$ cat config.mk
export PLATFORM = sky130hd
export DESIGN_NAME = rv_core_top
export DESIGN_NICKNAME = d
export VERILOG_FILES = /design/src/hw/rv_core_pkg.sv /design/src/hw/decode_stage.sv /design/src/hw/execute_stage.sv /design/src/hw/fetch_stage.sv /design/src/hw/hazard_unit.sv /design/src/hw/memory_stage.sv /design/src/hw/register_file.sv /design/src/hw/rv_core_top.sv
export SDC_FILE = /design/constraint.sdc
export NUM_CORES = 2
export LEC_CHECK = 0
export CAP_MARGIN = 20
export CELL_PAD_IN_SITES_DETAIL_PLACEMENT = 1
export CELL_PAD_IN_SITES_GLOBAL_PLACEMENT = 1
export CORE_MARGIN = 3
export CORE_UTILIZATION = 30
export DETAILED_ROUTE_END_ITERATION = 16
export DONT_BUFFER_PORTS = 1
export GPL_TIMING_DRIVEN = 0
export HOLD_SLACK_MARGIN = 0.12
export PLACE_DENSITY_LB_ADDON = 0.1
export SYNTH_ARGS = -nofsm -noshare
export SYNTH_HDL_FRONTEND = slang
export SYNTH_SLANG_ARGS = --single-unit
export TNS_END_PERCENT = 50
$ cat constraint.sdc
create_clock -name i_clk -period 7.8 [get_ports i_clk]
set_input_delay 0.78 -clock i_clk [delete_from_list [all_inputs] [get_ports i_clk]]
set_output_delay 0.78 -clock i_clk [all_outputs]
set_load 0.01 [all_outputs]
$ cat src/hw/rv_core_pkg.sv
package rv_core_pkg;

  localparam int XLEN     = 32;
  localparam int NUM_REGS = 32;

  typedef logic [XLEN-1:0]             word_t;
  typedef logic [31:0]                 inst_t;
  typedef logic [$clog2(NUM_REGS)-1:0] reg_addr_t;

  typedef enum logic [3:0] {
    ALU_ADD,
    ALU_SUB,
    ALU_SLL,
    ALU_SLT,
    ALU_SLTU,
    ALU_XOR,
    ALU_SRL,
    ALU_SRA,
    ALU_OR,
    ALU_AND,
    ALU_PASS_B
  } alu_op_e;

  // BR_JUMP is unconditional, used by JAL and JALR
  typedef enum logic [2:0] {
    BR_NONE,
    BR_EQ,
    BR_NE,
    BR_LT,
    BR_GE,
    BR_LTU,
    BR_GEU,
    BR_JUMP
  } br_op_e;

  typedef enum logic {A_RS1, A_PC} alu_a_sel_e;
  typedef enum logic {B_RS2, B_IMM} alu_b_sel_e;

  typedef enum logic [1:0] {WB_ALU, WB_LOAD, WB_PC4} wb_sel_e;

  typedef enum logic [1:0] {FWD_NONE, FWD_MEM, FWD_WB} fwd_sel_e;

  typedef struct packed {
    logic  valid;
    word_t pc;
    inst_t inst;
  } if_id_t;

  typedef struct packed {
    logic       valid;
    word_t      pc;
    word_t      rs1_val;
    word_t      rs2_val;
    word_t      imm;
    reg_addr_t  rs1;
    reg_addr_t  rs2;
    reg_addr_t  rd;
    logic       reg_we;
    logic       mem_read;
    logic       mem_write;
    alu_op_e    alu_op;
    alu_a_sel_e a_sel;
    alu_b_sel_e b_sel;
    br_op_e     br_op;
    wb_sel_e    wb_sel;
  } id_ex_t;

  typedef struct packed {
    logic      valid;
    word_t     alu_result;
    word_t     store_data;
    word_t     pc4;
    reg_addr_t rd;
    logic      reg_we;
    logic      mem_read;
    logic      mem_write;
    wb_sel_e   wb_sel;
  } ex_mem_t;

  typedef struct packed {
    logic      valid;
    word_t     alu_result;
    word_t     load_data;
    word_t     pc4;
    reg_addr_t rd;
    logic      reg_we;
    wb_sel_e   wb_sel;
  } mem_wb_t;

  typedef struct packed {
    logic  we;
    word_t addr;
    word_t wdata;
  } dmem_req_t;

endpackage

$ cat src/hw/decode_stage.sv
`timescale 1ns/1ps

module decode_stage
  import rv_core_pkg::*;
(
  input  logic      i_clk,
  input  logic      i_rst_n,
  input  if_id_t    i_if_id,
  input  logic      i_stall,
  input  logic      i_redirect,
  output reg_addr_t o_rs1_addr,
  output reg_addr_t o_rs2_addr,
  input  word_t     i_rs1_data,
  input  word_t     i_rs2_data,
  output id_ex_t    o_id_ex
);

  localparam logic [6:0] OP_LUI    = 7'b0110111;
  localparam logic [6:0] OP_AUIPC  = 7'b0010111;
  localparam logic [6:0] OP_JAL    = 7'b1101111;
  localparam logic [6:0] OP_JALR   = 7'b1100111;
  localparam logic [6:0] OP_BRANCH = 7'b1100011;
  localparam logic [6:0] OP_LOAD   = 7'b0000011;
  localparam logic [6:0] OP_STORE  = 7'b0100011;
  localparam logic [6:0] OP_IMM    = 7'b0010011;
  localparam logic [6:0] OP_REG    = 7'b0110011;

  inst_t      inst;
  logic [2:0] funct3;
  word_t      imm_i, imm_s, imm_b, imm_u, imm_j;
  word_t      imm;
  logic       legal, use_rs1, use_rs2;
  logic       reg_we, mem_read, mem_write;
  alu_op_e    alu_op;
  alu_a_sel_e a_sel;
  alu_b_sel_e b_sel;
  br_op_e     br_op;
  wb_sel_e    wb_sel;

  // funct3 to ALU operation, alt picks SUB or SRA
  function automatic alu_op_e alu_from_f3(input logic [2:0] f3, input logic alt);
    case (f3)
      3'b000:  return alt ? ALU_SUB : ALU_ADD;
      3'b001:  return ALU_SLL;
      3'b010:  return ALU_SLT;
      3'b011:  return ALU_SLTU;
      3'b100:  return ALU_XOR;
      3'b101:  return alt ? ALU_SRA : ALU_SRL;
      3'b110:  return ALU_OR;
      default: return ALU_AND;
    endcase
  endfunction

  assign inst   = i_if_id.inst;
  assign funct3 = inst[14:12];

  assign imm_i = {{20{inst[31]}}, inst[31:20]};
  assign imm_s = {{20{inst[31]}}, inst[31:25], inst[11:7]};
  assign imm_b = {{19{inst[31]}}, inst[31], inst[7], inst[30:25], inst[11:8], 1'b0};
  assign imm_u = {inst[31:12], 12'b0};
  assign imm_j = {{11{inst[31]}}, inst[31], inst[19:12], inst[20], inst[30:21], 1'b0};

  always_comb begin
    legal     = 1'b1;
    use_rs1   = 1'b0;
    use_rs2   = 1'b0;
    reg_we    = 1'b0;
    mem_read  = 1'b0;
    mem_write = 1'b0;
    alu_op    = ALU_ADD;
    a_sel     = A_RS1;
    b_sel     = B_IMM;
    br_op     = BR_NONE;
    wb_sel    = WB_ALU;
    imm       = imm_i;
    case (inst[6:0])
      OP_LUI: begin
        reg_we = 1'b1;
        alu_op = ALU_PASS_B;
        imm    = imm_u;
      end
      OP_AUIPC: begin
        reg_we = 1'b1;
        a_sel  = A_PC;
        imm    = imm_u;
      end
      OP_JAL: begin
        reg_we = 1'b1;
        a_sel  = A_PC;
        imm    = imm_j;
        br_op  = BR_JUMP;
        wb_sel = WB_PC4;
      end
      OP_JALR: begin
        reg_we  = 1'b1;
        use_rs1 = 1'b1;
        br_op   = BR_JUMP;
        wb_sel  = WB_PC4;
      end
      OP_BRANCH: begin
        use_rs1 = 1'b1;
        use_rs2 = 1'b1;
        a_sel   = A_PC;
        imm     = imm_b;
        case (funct3)
          3'b000:  br_op = BR_EQ;
          3'b001:  br_op = BR_NE;
          3'b100:  br_op = BR_LT;
          3'b101:  br_op = BR_GE;
          3'b110:  br_op = BR_LTU;
          3'b111:  br_op = BR_GEU;
          default: legal = 1'b0;
        endcase
      end
      OP_LOAD: begin
        // Word loads only
        legal    = (funct3 == 3'b010);
        reg_we   = 1'b1;
        mem_read = 1'b1;
        use_rs1  = 1'b1;
        wb_sel   = WB_LOAD;
      end
      OP_STORE: begin
        legal     = (funct3 == 3'b010);
        mem_write = 1'b1;
        use_rs1   = 1'b1;
        use_rs2   = 1'b1;
        imm       = imm_s;
      end
      OP_IMM: begin
        reg_we  = 1'b1;
        use_rs1 = 1'b1;
        alu_op  = alu_from_f3(funct3, (funct3 == 3'b101) && inst[30]);
      end
      OP_REG: begin
        // funct7 bit 0 set means M extension, not supported
        legal   = !inst[25];
        reg_we  = 1'b1;
        use_rs1 = 1'b1;
        use_rs2 = 1'b1;
        b_sel   = B_RS2;
        alu_op  = alu_from_f3(funct3, inst[30]);
      end
      default: legal = 1'b0;
    endcase
  end

  // Unused source fields read as x0 so they never match a hazard
  assign o_rs1_addr = (i_if_id.valid && use_rs1) ? inst[19:15] : '0;
  assign o_rs2_addr = (i_if_id.valid && use_rs2) ? inst[24:20] : '0;

  always_ff @(posedge i_clk or negedge i_rst_n) begin
    if (!i_rst_n) begin
      o_id_ex <= '0;
    end else if (i_redirect || i_stall) begin
      o_id_ex <= '0;
    end else begin
      o_id_ex.valid     <= i_if_id.valid && legal;
      o_id_ex.pc        <= i_if_id.pc;
      o_id_ex.rs1_val   <= i_rs1_data;
      o_id_ex.rs2_val   <= i_rs2_data;
      o_id_ex.imm       <= imm;
      o_id_ex.rs1       <= o_rs1_addr;
      o_id_ex.rs2       <= o_rs2_addr;
      o_id_ex.rd        <= reg_we ? inst[11:7] : '0;
      o_id_ex.reg_we    <= reg_we && legal;
      o_id_ex.mem_read  <= mem_read && legal;
      o_id_ex.mem_write <= mem_write && legal;
      o_id_ex.alu_op    <= alu_op;
      o_id_ex.a_sel     <= a_sel;
      o_id_ex.b_sel     <= b_sel;
      o_id_ex.br_op     <= br_op;
      o_id_ex.wb_sel    <= wb_sel;
    end
  end

  // Load-use stall only ever holds behind a load, and lasts one cycle
  a_stall_on_load: assert property (@(posedge i_clk) disable iff (!i_rst_n)
    i_stall |-> o_id_ex.valid && o_id_ex.mem_read);
  a_stall_one_cycle: assert property (@(posedge i_clk) disable iff (!i_rst_n)
    i_stall |=> !i_stall);

endmodule

$ cat src/hw/execute_stage.sv
`timescale 1ns/1ps

module execute_stage
  import rv_core_pkg::*;
(
  input  logic     i_clk,
  input  logic     i_rst_n,
  input  id_ex_t   i_id_ex,
  input  fwd_sel_e i_fwd_a,
  input  fwd_sel_e i_fwd_b,
  input  word_t    i_mem_fwd,
  input  word_t    i_wb_fwd,
  output logic     o_redirect,
  output word_t    o_target,
  output ex_mem_t  o_ex_mem
);

  word_t      rs1_fwd, rs2_fwd;
  word_t      op_a, op_b;
  word_t      alu_result;
  logic [4:0] shamt;
  logic       eq, lt, ltu;
  logic       take;

  function automatic word_t fwd_mux(input fwd_sel_e sel, input word_t reg_val,
                                    input word_t mem_val, input word_t wb_val);
    case (sel)
      FWD_MEM: return mem_val;
      FWD_WB:  return wb_val;
      default: return reg_val;
    endcase
  endfunction

  assign rs1_fwd = fwd_mux(i_fwd_a, i_id_ex.rs1_val, i_mem_fwd, i_wb_fwd);
  assign rs2_fwd = fwd_mux(i_fwd_b, i_id_ex.rs2_val, i_mem_fwd, i_wb_fwd);

  assign op_a  = (i_id_ex.a_sel == A_PC) ? i_id_ex.pc : rs1_fwd;
  assign op_b  = (i_id_ex.b_sel == B_IMM) ? i_id_ex.imm : rs2_fwd;
  assign shamt = op_b[4:0];

  always_comb begin
    case (i_id_ex.alu_op)
      ALU_SUB:    alu_result = op_a - op_b;
      ALU_SLL:    alu_result = op_a << shamt;
      ALU_SLT:    alu_result = {{(XLEN-1){1'b0}}, $signed(op_a) < $signed(op_b)};
      ALU_SLTU:   alu_result = {{(XLEN-1){1'b0}}, op_a < op_b};
      ALU_XOR:    alu_result = op_a ^ op_b;
      ALU_SRL:    alu_result = op_a >> shamt;
      ALU_SRA:    alu_result = word_t'($signed(op_a) >>> shamt);
      ALU_OR:     alu_result = op_a | op_b;
      ALU_AND:    alu_result = op_a & op_b;
      ALU_PASS_B: alu_result = op_b;
      default:    alu_result = op_a + op_b;
    endcase
  end

  // Branch compare always works on the forwarded register values
  assign eq  = (rs1_fwd == rs2_fwd);
  assign lt  = ($signed(rs1_fwd) < $signed(rs2_fwd));
  assign ltu = (rs1_fwd < rs2_fwd);

  always_comb begin
    case (i_id_ex.br_op)
      BR_EQ:   take = eq;
      BR_NE:   take = !eq;
      BR_LT:   take = lt;
      BR_GE:   take = !lt;
      BR_LTU:  take = ltu;
      BR_GEU:  take = !ltu;
      BR_JUMP: take = 1'b1;
      default: take = 1'b0;
    endcase
  end

  assign o_redirect = i_id_ex.valid && take;

  // JALR is the only jump with rs1 as base
  assign o_target = {alu_result[XLEN-1:1],
                     alu_result[0] & !(i_id_ex.br_op == BR_JUMP && i_id_ex.a_sel == A_RS1)};

  always_ff @(posedge i_clk or negedge i_rst_n) begin
    if (!i_rst_n) begin
      o_ex_mem <= '0;
    end else begin
      o_ex_mem.valid      <= i_id_ex.valid;
      o_ex_mem.alu_result <= alu_result;
      o_ex_mem.store_data <= rs2_fwd;
      o_ex_mem.pc4        <= i_id_ex.pc + word_t'(4);
      o_ex_mem.rd         <= i_id_ex.rd;
      o_ex_mem.reg_we     <= i_id_ex.reg_we;
      o_ex_mem.mem_read   <= i_id_ex.mem_read;
      o_ex_mem.mem_write  <= i_id_ex.mem_write;
      o_ex_mem.wb_sel     <= i_id_ex.wb_sel;
    end
  end

endmodule

$ cat src/hw/fetch_stage.sv
`timescale 1ns/1ps

module fetch_stage
  import rv_core_pkg::*;
#(
  parameter word_t RESET_PC = '0
) (
  input  logic   i_clk,
  input  logic   i_rst_n,
  input  logic   i_stall,
  input  logic   i_redirect,
  input  word_t  i_target,
  output word_t  o_imem_addr,
  input  inst_t  i_imem_rdata,
  output if_id_t o_if_id
);

  word_t pc;

  assign o_imem_addr = pc;

  // Redirect wins over stall
  always_ff @(posedge i_clk or negedge i_rst_n) begin
    if (!i_rst_n) begin
      pc      <= RESET_PC;
      o_if_id <= '0;
    end else if (i_redirect) begin
      pc            <= i_target;
      o_if_id.valid <= 1'b0;
    end else if (!i_stall) begin
      pc            <= pc + word_t'(4);
      o_if_id.valid <= 1'b1;
      o_if_id.pc    <= pc;
      o_if_id.inst  <= i_imem_rdata;
    end
  end

endmodule

$ cat src/hw/hazard_unit.sv
`timescale 1ns/1ps

module hazard_unit
  import rv_core_pkg::*;
(
  input  reg_addr_t i_rs1_addr,
  input  reg_addr_t i_rs2_addr,
  input  id_ex_t    i_id_ex,
  input  ex_mem_t   i_ex_mem,
  input  logic      i_wb_we,
  input  reg_addr_t i_wb_rd,
  output logic      o_stall,
  output fwd_sel_e  o_fwd_a,
  output fwd_sel_e  o_fwd_b
);

  logic load_in_ex;

  // Memory stage first, it holds the younger result
  function automatic fwd_sel_e pick_fwd(input reg_addr_t rs, input ex_mem_t em,
                                        input logic wb_we, input reg_addr_t wb_rd);
    if (rs == '0) begin
      return FWD_NONE;
    end
    if (em.valid && em.reg_we && !em.mem_read && em.rd == rs) begin
      return FWD_MEM;
    end
    if (wb_we && wb_rd == rs) begin
      return FWD_WB;
    end
    return FWD_NONE;
  endfunction

  assign load_in_ex = i_id_ex.valid && i_id_ex.mem_read && (i_id_ex.rd != '0);

  // Hold decode one cycle behind a load it depends on
  assign o_stall = load_in_ex &&
                   (i_id_ex.rd == i_rs1_addr || i_id_ex.rd == i_rs2_addr);

  assign o_fwd_a = pick_fwd(i_id_ex.rs1, i_ex_mem, i_wb_we, i_wb_rd);
  assign o_fwd_b = pick_fwd(i_id_ex.rs2, i_ex_mem, i_wb_we, i_wb_rd);

endmodule

$ cat src/hw/memory_stage.sv
`timescale 1ns/1ps

module memory_stage
  import rv_core_pkg::*;
(
  input  logic      i_clk,
  input  logic      i_rst_n,
  input  ex_mem_t   i_ex_mem,
  output dmem_req_t o_dmem_req,
  input  word_t     i_dmem_rdata,
  output word_t     o_mem_fwd,
  output logic      o_wb_we,
  output reg_addr_t o_wb_rd,
  output word_t     o_wb_data,
  output reg_addr_t o_mem_wb_rd,
  output logic      o_mem_wb_we
);

  mem_wb_t mem_wb;

  // Data memory request, written on the next rising edge
  assign o_dmem_req.we    = i_ex_mem.valid && i_ex_mem.mem_write;
  assign o_dmem_req.addr  = i_ex_mem.alu_result;
  assign o_dmem_req.wdata = i_ex_mem.store_data;

  // Load data is not ready here, loads forward from writeback
  assign o_mem_fwd = (i_ex_mem.wb_sel == WB_PC4) ? i_ex_mem.pc4 : i_ex_mem.alu_result;

  always_ff @(posedge i_clk or negedge i_rst_n) begin
    if (!i_rst_n) begin
      mem_wb <= '0;
    end else begin
      mem_wb.valid      <= i_ex_mem.valid;
      mem_wb.alu_result <= i_ex_mem.alu_result;
      mem_wb.load_data  <= i_dmem_rdata;
      mem_wb.pc4        <= i_ex_mem.pc4;
      mem_wb.rd         <= i_ex_mem.rd;
      mem_wb.reg_we     <= i_ex_mem.reg_we;
      mem_wb.wb_sel     <= i_ex_mem.wb_sel;
    end
  end

  always_comb begin
    case (mem_wb.wb_sel)
      WB_LOAD: o_wb_data = mem_wb.load_data;
      WB_PC4:  o_wb_data = mem_wb.pc4;
      default: o_wb_data = mem_wb.alu_result;
    endcase
  end

  assign o_wb_we = mem_wb.valid && mem_wb.reg_we;
  assign o_wb_rd = mem_wb.rd;

  // Forwarding view, a write to x0 is never a source
  assign o_mem_wb_we = o_wb_we && (mem_wb.rd != '0);
  assign o_mem_wb_rd = mem_wb.rd;

  a_store_aligned: assert property (@(posedge i_clk) disable iff (!i_rst_n)
    o_dmem_req.we |-> o_dmem_req.addr[1:0] == 2'b00);

endmodule

$ cat src/hw/register_file.sv
`timescale 1ns/1ps

module register_file
  import rv_core_pkg::*;
(
  input  logic      i_clk,
  input  logic      i_rst_n,
  input  logic      i_we,
  input  reg_addr_t i_waddr,
  input  word_t     i_wdata,
  input  reg_addr_t i_rs1_addr,
  input  reg_addr_t i_rs2_addr,
  output word_t     o_rs1_data,
  output word_t     o_rs2_data
);

  word_t regs [NUM_REGS];
  logic  wr_en;

  // x0 is never written
  assign wr_en = i_we && (i_waddr != '0);

  always_ff @(posedge i_clk or negedge i_rst_n) begin
    if (!i_rst_n) begin
      for (int i = 0; i < NUM_REGS; i++) begin
        regs[i] <= '0;
      end
    end else if (wr_en) begin
      regs[i_waddr] <= i_wdata;
    end
  end

  // Same-cycle write is seen by the reads
  assign o_rs1_data = (i_rs1_addr == '0) ? '0 :
                      (wr_en && i_waddr == i_rs1_addr) ? i_wdata : regs[i_rs1_addr];
  assign o_rs2_data = (i_rs2_addr == '0) ? '0 :
                      (wr_en && i_waddr == i_rs2_addr) ? i_wdata : regs[i_rs2_addr];

  a_x0_zero: assert property (@(posedge i_clk) disable iff (!i_rst_n) regs[0] == '0);

endmodule

$ cat src/hw/rv_core_top.sv
`timescale 1ns/1ps

module rv_core_top
  import rv_core_pkg::*;
#(
  parameter word_t RESET_PC = '0
) (
  input  logic      i_clk,
  input  logic      i_rst_n,

  output word_t     o_imem_addr,
  input  inst_t     i_imem_rdata,

  output dmem_req_t o_dmem_req,
  input  word_t     i_dmem_rdata
);

  // Stage registers
  if_id_t    if_id;
  id_ex_t    id_ex;
  ex_mem_t   ex_mem;

  // Control transfer and hazard control
  logic      redirect;
  word_t     target;
  logic      stall;
  fwd_sel_e  fwd_a;
  fwd_sel_e  fwd_b;

  // Register file access
  reg_addr_t rs1_addr;
  reg_addr_t rs2_addr;
  word_t     rs1_data;
  word_t     rs2_data;

  // Writeback and forwarding values
  word_t     mem_fwd;
  logic      wb_we;
  reg_addr_t wb_rd;
  word_t     wb_data;
  logic      mem_wb_we;
  reg_addr_t mem_wb_rd;

  fetch_stage #(
    .RESET_PC(RESET_PC)
  ) fetch_stage_inst (
    .i_clk        (i_clk),
    .i_rst_n      (i_rst_n),
    .i_stall      (stall),
    .i_redirect   (redirect),
    .i_target     (target),
    .o_imem_addr  (o_imem_addr),
    .i_imem_rdata (i_imem_rdata),
    .o_if_id      (if_id)
  );

  decode_stage decode_stage_inst (
    .i_clk      (i_clk),
    .i_rst_n    (i_rst_n),
    .i_if_id    (if_id),
    .i_stall    (stall),
    .i_redirect (redirect),
    .o_rs1_addr (rs1_addr),
    .o_rs2_addr (rs2_addr),
    .i_rs1_data (rs1_data),
    .i_rs2_data (rs2_data),
    .o_id_ex    (id_ex)
  );

  register_file register_file_inst (
    .i_clk      (i_clk),
    .i_rst_n    (i_rst_n),
    .i_we       (wb_we),
    .i_waddr    (wb_rd),
    .i_wdata    (wb_data),
    .i_rs1_addr (rs1_addr),
    .i_rs2_addr (rs2_addr),
    .o_rs1_data (rs1_data),
    .o_rs2_data (rs2_data)
  );

  execute_stage execute_stage_inst (
    .i_clk      (i_clk),
    .i_rst_n    (i_rst_n),
    .i_id_ex    (id_ex),
    .i_fwd_a    (fwd_a),
    .i_fwd_b    (fwd_b),
    .i_mem_fwd  (mem_fwd),
    .i_wb_fwd   (wb_data),
    .o_redirect (redirect),
    .o_target   (target),
    .o_ex_mem   (ex_mem)
  );

  memory_stage memory_stage_inst (
    .i_clk        (i_clk),
    .i_rst_n      (i_rst_n),
    .i_ex_mem     (ex_mem),
    .o_dmem_req   (o_dmem_req),
    .i_dmem_rdata (i_dmem_rdata),
    .o_mem_fwd    (mem_fwd),
    .o_wb_we      (wb_we),
    .o_wb_rd      (wb_rd),
    .o_wb_data    (wb_data),
    .o_mem_wb_rd  (mem_wb_rd),
    .o_mem_wb_we  (mem_wb_we)
  );

  hazard_unit hazard_unit_inst (
    .i_rs1_addr (rs1_addr),
    .i_rs2_addr (rs2_addr),
    .i_id_ex    (id_ex),
    .i_ex_mem   (ex_mem),
    .i_wb_we    (mem_wb_we),
    .i_wb_rd    (mem_wb_rd),
    .o_stall    (stall),
    .o_fwd_a    (fwd_a),
    .o_fwd_b    (fwd_b)
  );

endmodule
==> results.md <==
* Post-DR vias/cell at 6.299
* Met2 usage at 62.60%
* Worst-Skew Late Latency at 930 ps
* IO buf count at 0
* Die W at 534.3 microns
* Initial antenna violation count at 70
* Slew @ Worst Pin at 1621 ps
* CORE AREA at between 0.2 and 0.3 sq mm
* Max Clk Rate at about 0.13 GHz
* Violated checks: max-slew violations
* Synth top area share at 44.56%
* Die height at between 500 and 600 microns
* Launch point of the critical path: memory_stage_inst.mem_wb[0]
* Clk root buf: clkbuf_16
* Top FF cell, synth: dfrtp_1
* Synth top area cells: dfrtp_1 45%, nand2_1 9.4%, o21ai_0 7.1%
* Grt total ovfl at 0
* Ys async rst share at 100.0%
* Fill cells at ~32k
* CP max FO at 10
* Worst Hold Class: reg -> reg
* Largest net degree at the start of global routing at 270
* VDD IR max at 0.0002026 V
* Post-synth EDFFs at 0
* Crit path required time at 8480 ps
* Fraction of layout cells with a size suffix above 1 at 10.88%
* Syn Inst Count at 9608
* Synth unique cells at 103
* CTS tree: built
* DRC at 0
* First-pass GRT wire length at just over 800000 microns
* Fin. Hold Viols at 0
* Rows at 193
* Clock net sink count at 1491
* Met1 Track Usage GR at 49.50%
* Grt peak-use layer: met2
* Final hold slack at 351.8 ps
* Static leakage at 40.82 nW
* Slew Viols, Final at between 70 and 80
* PD cells at ~210 mW/mm^2
* Syn Std Cell Area at about 0.084 sq mm
* Starting DRT DRC Count at 9727
* Reg2reg end: decode_stage_inst.o_id_ex[43]
* Slew margin rel. at -8.083%
* DIE AREA at 0.2855 sq mm
* Area occupied by registers at 0.03731 sq mm
* Net Count, Synth at 9812
* Vias in the first global route at 88.23k
* FF-to-FF setup slack at between 4 and 5 ps
* Inst Count DP at 13.51k
* Drt total wl at 606000 microns
* Setup_tns at 0 ps
* Crit path launch type: flop
* M3 GR Usage at 9.648%
* Fin crit share at 99.95%
* Post-DP HPWL at 483400 microns
* CP Capture Type: flop
* Flops & latches, synth at roughly 1.5k
* Critical path type: reg -> reg
* DR WL/cell at 43.31 microns
* CP arrival at 8480 ps
* GRT Resource Usage Total at between 40% and 50%
* Routed Antenna Nets at 0
* Clock transition at the registers of the reported paths at 60 ps
* CTS Buf Count at 187
* Final #Nets at 10.30k
* Synth Area per Inst at 8.715 sq um
* Min Tclk post-route at between 7000 and 8000 ps
* Status: complete, but fails checks
* Yosys top cell by area: dfrtp_1
* FF-to-FF Start: memory_stage_inst.mem_wb[0]
* Htree depth at 4
* DR vias at 88.13k
* Setup Skew at 89.02 ps
* Routability cong. at 1.042
* Setup crit end: decode_stage_inst.o_id_ex[43]
* Initial core utilization at a little under a third
* Fin util at 36.05%
* Yosys Warn Count at 0
* Tot Pwr at 0.02119 W
* Final-report setup violation count at 0
* Register area share after synthesis at 44.56%
* # IOs at 163
* DR pass1 iterations at 6
* Layout Cells excl Fill at between 10k and 15k
* CTS max path bufs at 4
* Reg2Reg Depth at 24
* Area grow syn2layout at 19.36%
* Maxcap violations at 0
* Multi-input logic area at 0.04253 sq mm
worst min-delay path by stage:
stage | from | to | slack (ps) | cells past startpoint
6_report | decode_stage_inst.o_id_ex[1] | execute_stage_inst.o_ex_mem[1] | 350 | 0
5_1_grt | decode_stage_inst.o_id_ex[1] | execute_stage_inst.o_ex_mem[1] | 370 | 0
4_1_cts | decode_stage_inst.o_id_ex[1] | execute_stage_inst.o_ex_mem[1] | 350 | 0
3_5_place_dp | decode_stage_inst.o_id_ex[1] | execute_stage_inst.o_ex_mem[1] | 340 | 0
3_3_place_gp | decode_stage_inst.o_id_ex[11] | execute_stage_inst.o_ex_mem[2] | 340 | 0
2_1_floorplan | decode_stage_inst.o_id_ex[0] | execute_stage_inst.o_ex_mem[0] | 330 | 0
cell usage in the layout, fill, tap and decap left out, types with 29 or more instances in the layout:
cell and instances:
nand2b_1 39, o211ai_1 42, o21a_1 30, a311oi_1 106, a221o_1 43, nor2b_1 29, nand2_1 2094, mux4_2 132
dlygate4sd3_1 65, a22oi_1 44, mux2_2 36, clkbuf_16 192, a221oi_1 576, nand4_1 31, clkinv_2 36, dfrtp_1 1491
nor3_1 399, a21oi_1 267, ha_1 133, diode_2 45, buf_4 152, clkbuf_2 56, nor2_1 218, clkbuf_8 42
clkbuf_1 821, buf_1 41, inv_1 152, a211oi_1 245, buf_2 63, mux2i_1 60, and3_1 68, o21ai_0 1160
buf_8 62, xnor2_1 89, nand3_1 412, o22ai_1 49, a31oi_1 80
power breakdown:
part	total (W)	leakage (nW)	switching (W)	internal [W]
combinational	0.00326	17.2	0.00251	0.000752
clock	0.00957	3.24	0.00389	0.00568
sequential	0.00836	20.3	0.000397	0.00796
total	0.0212	40.8	0.00680	0.0144
flip-flops by register name, indices dropped and copies added, names as in the netlist:
signal,count
register_file_inst.regs,1024
execute_stage_inst.o_ex_mem,107
decode_stage_inst.o_id_ex,158
memory_stage_inst.o_mem_wb_rd,5
fetch_stage_inst.o_imem_addr,32
memory_stage_inst.mem_wb,100
fetch_stage_inst.o_if_id,65
cells in the mapped netlist, drive strengths merged, types with 69 or more instances:
master  count
xnor2      90
a211oi    268
a31oi      84
a311oi    107
nor3      410
o21ai    1214
inv       157
nor2      224
a21oi     281
nand2    2102
clkbuf    867
and3       69
mux4      132
nand3     414
dfrtp    1491
ha        136
buf       173
a221oi    588
critical path: stages (launching register included):
cell	delay [ps]
dfrtp_1	350
inv_1	50
ha_1	440
clkbuf_2	350
buf_2	350
clkbuf_4	370
nand2_1	110
o21a_1	360
buf_16	280
o221ai_1	160
o21ai_0	390
ha_1	470
nand4_1	230
nor4_4	530
buf_4	230
o21ai_0	110
a31oi_2	450
a311oi_1	170
a311oi_1	370
o32ai_2	150
buf_4	220
inv_2	180
nand2_2	290
clkbuf_2	360
a21oi_2	570
timing repair:
item	in CTS	in global routing
endpoints found under the setup margin	287	65
gates cloned	0	0
endpoints found under the hold margin	462	0
setup buffers	11	5
pin swaps	11	8
hold buffers	66	0
resized for setup	206	43
metal layers:
metal  up-vias  share of wire (%)
met2      4372                 44
li1      36079                  -
met3      1349                7.5
met5         -               0.10
met1     46300                 38
met4        28                 10
cell type report:
cell class                 count  area share [%]
antenna                       45          0.1127
inverter                     160          0.6097
timing repair buffer         303           3.743
clock buffer                 261           5.457
buffer                      1031           4.431
tap                         3705           4.638
sequential                  1491           37.33
multi-input combinational   6917           42.56
clock inverter                78           1.115
cells by family (layout without fill, tap and decap cells):
logic type / count (synthesis) / count (layout) / share of synthesized area [%]
fa+ha+maj: 138 / 138 / 2.080
xor+xnor: 116 / 116 / 1.213
compound gates: 3007 / 3007 / 24.00
simple gates: 3422 / 3422 / 17.51
mux: 234 / 234 / 4.823
flops: 1491 / 1491 / 44.56
other cells: 0 / 45 / 0
buf+inv: 1200 / 1833 / 5.813
per-stage QoR:
stage	setup slack, ps	area [sq um]
after floorplan	1412	83730
after global placement	-5671	88370
after detailed placement	-3719	91280
after CTS	17.13	99280
after global routing	-3.790	99870
final	4.077	99940
Note: power is estimated with default switching activity, not from simulation.
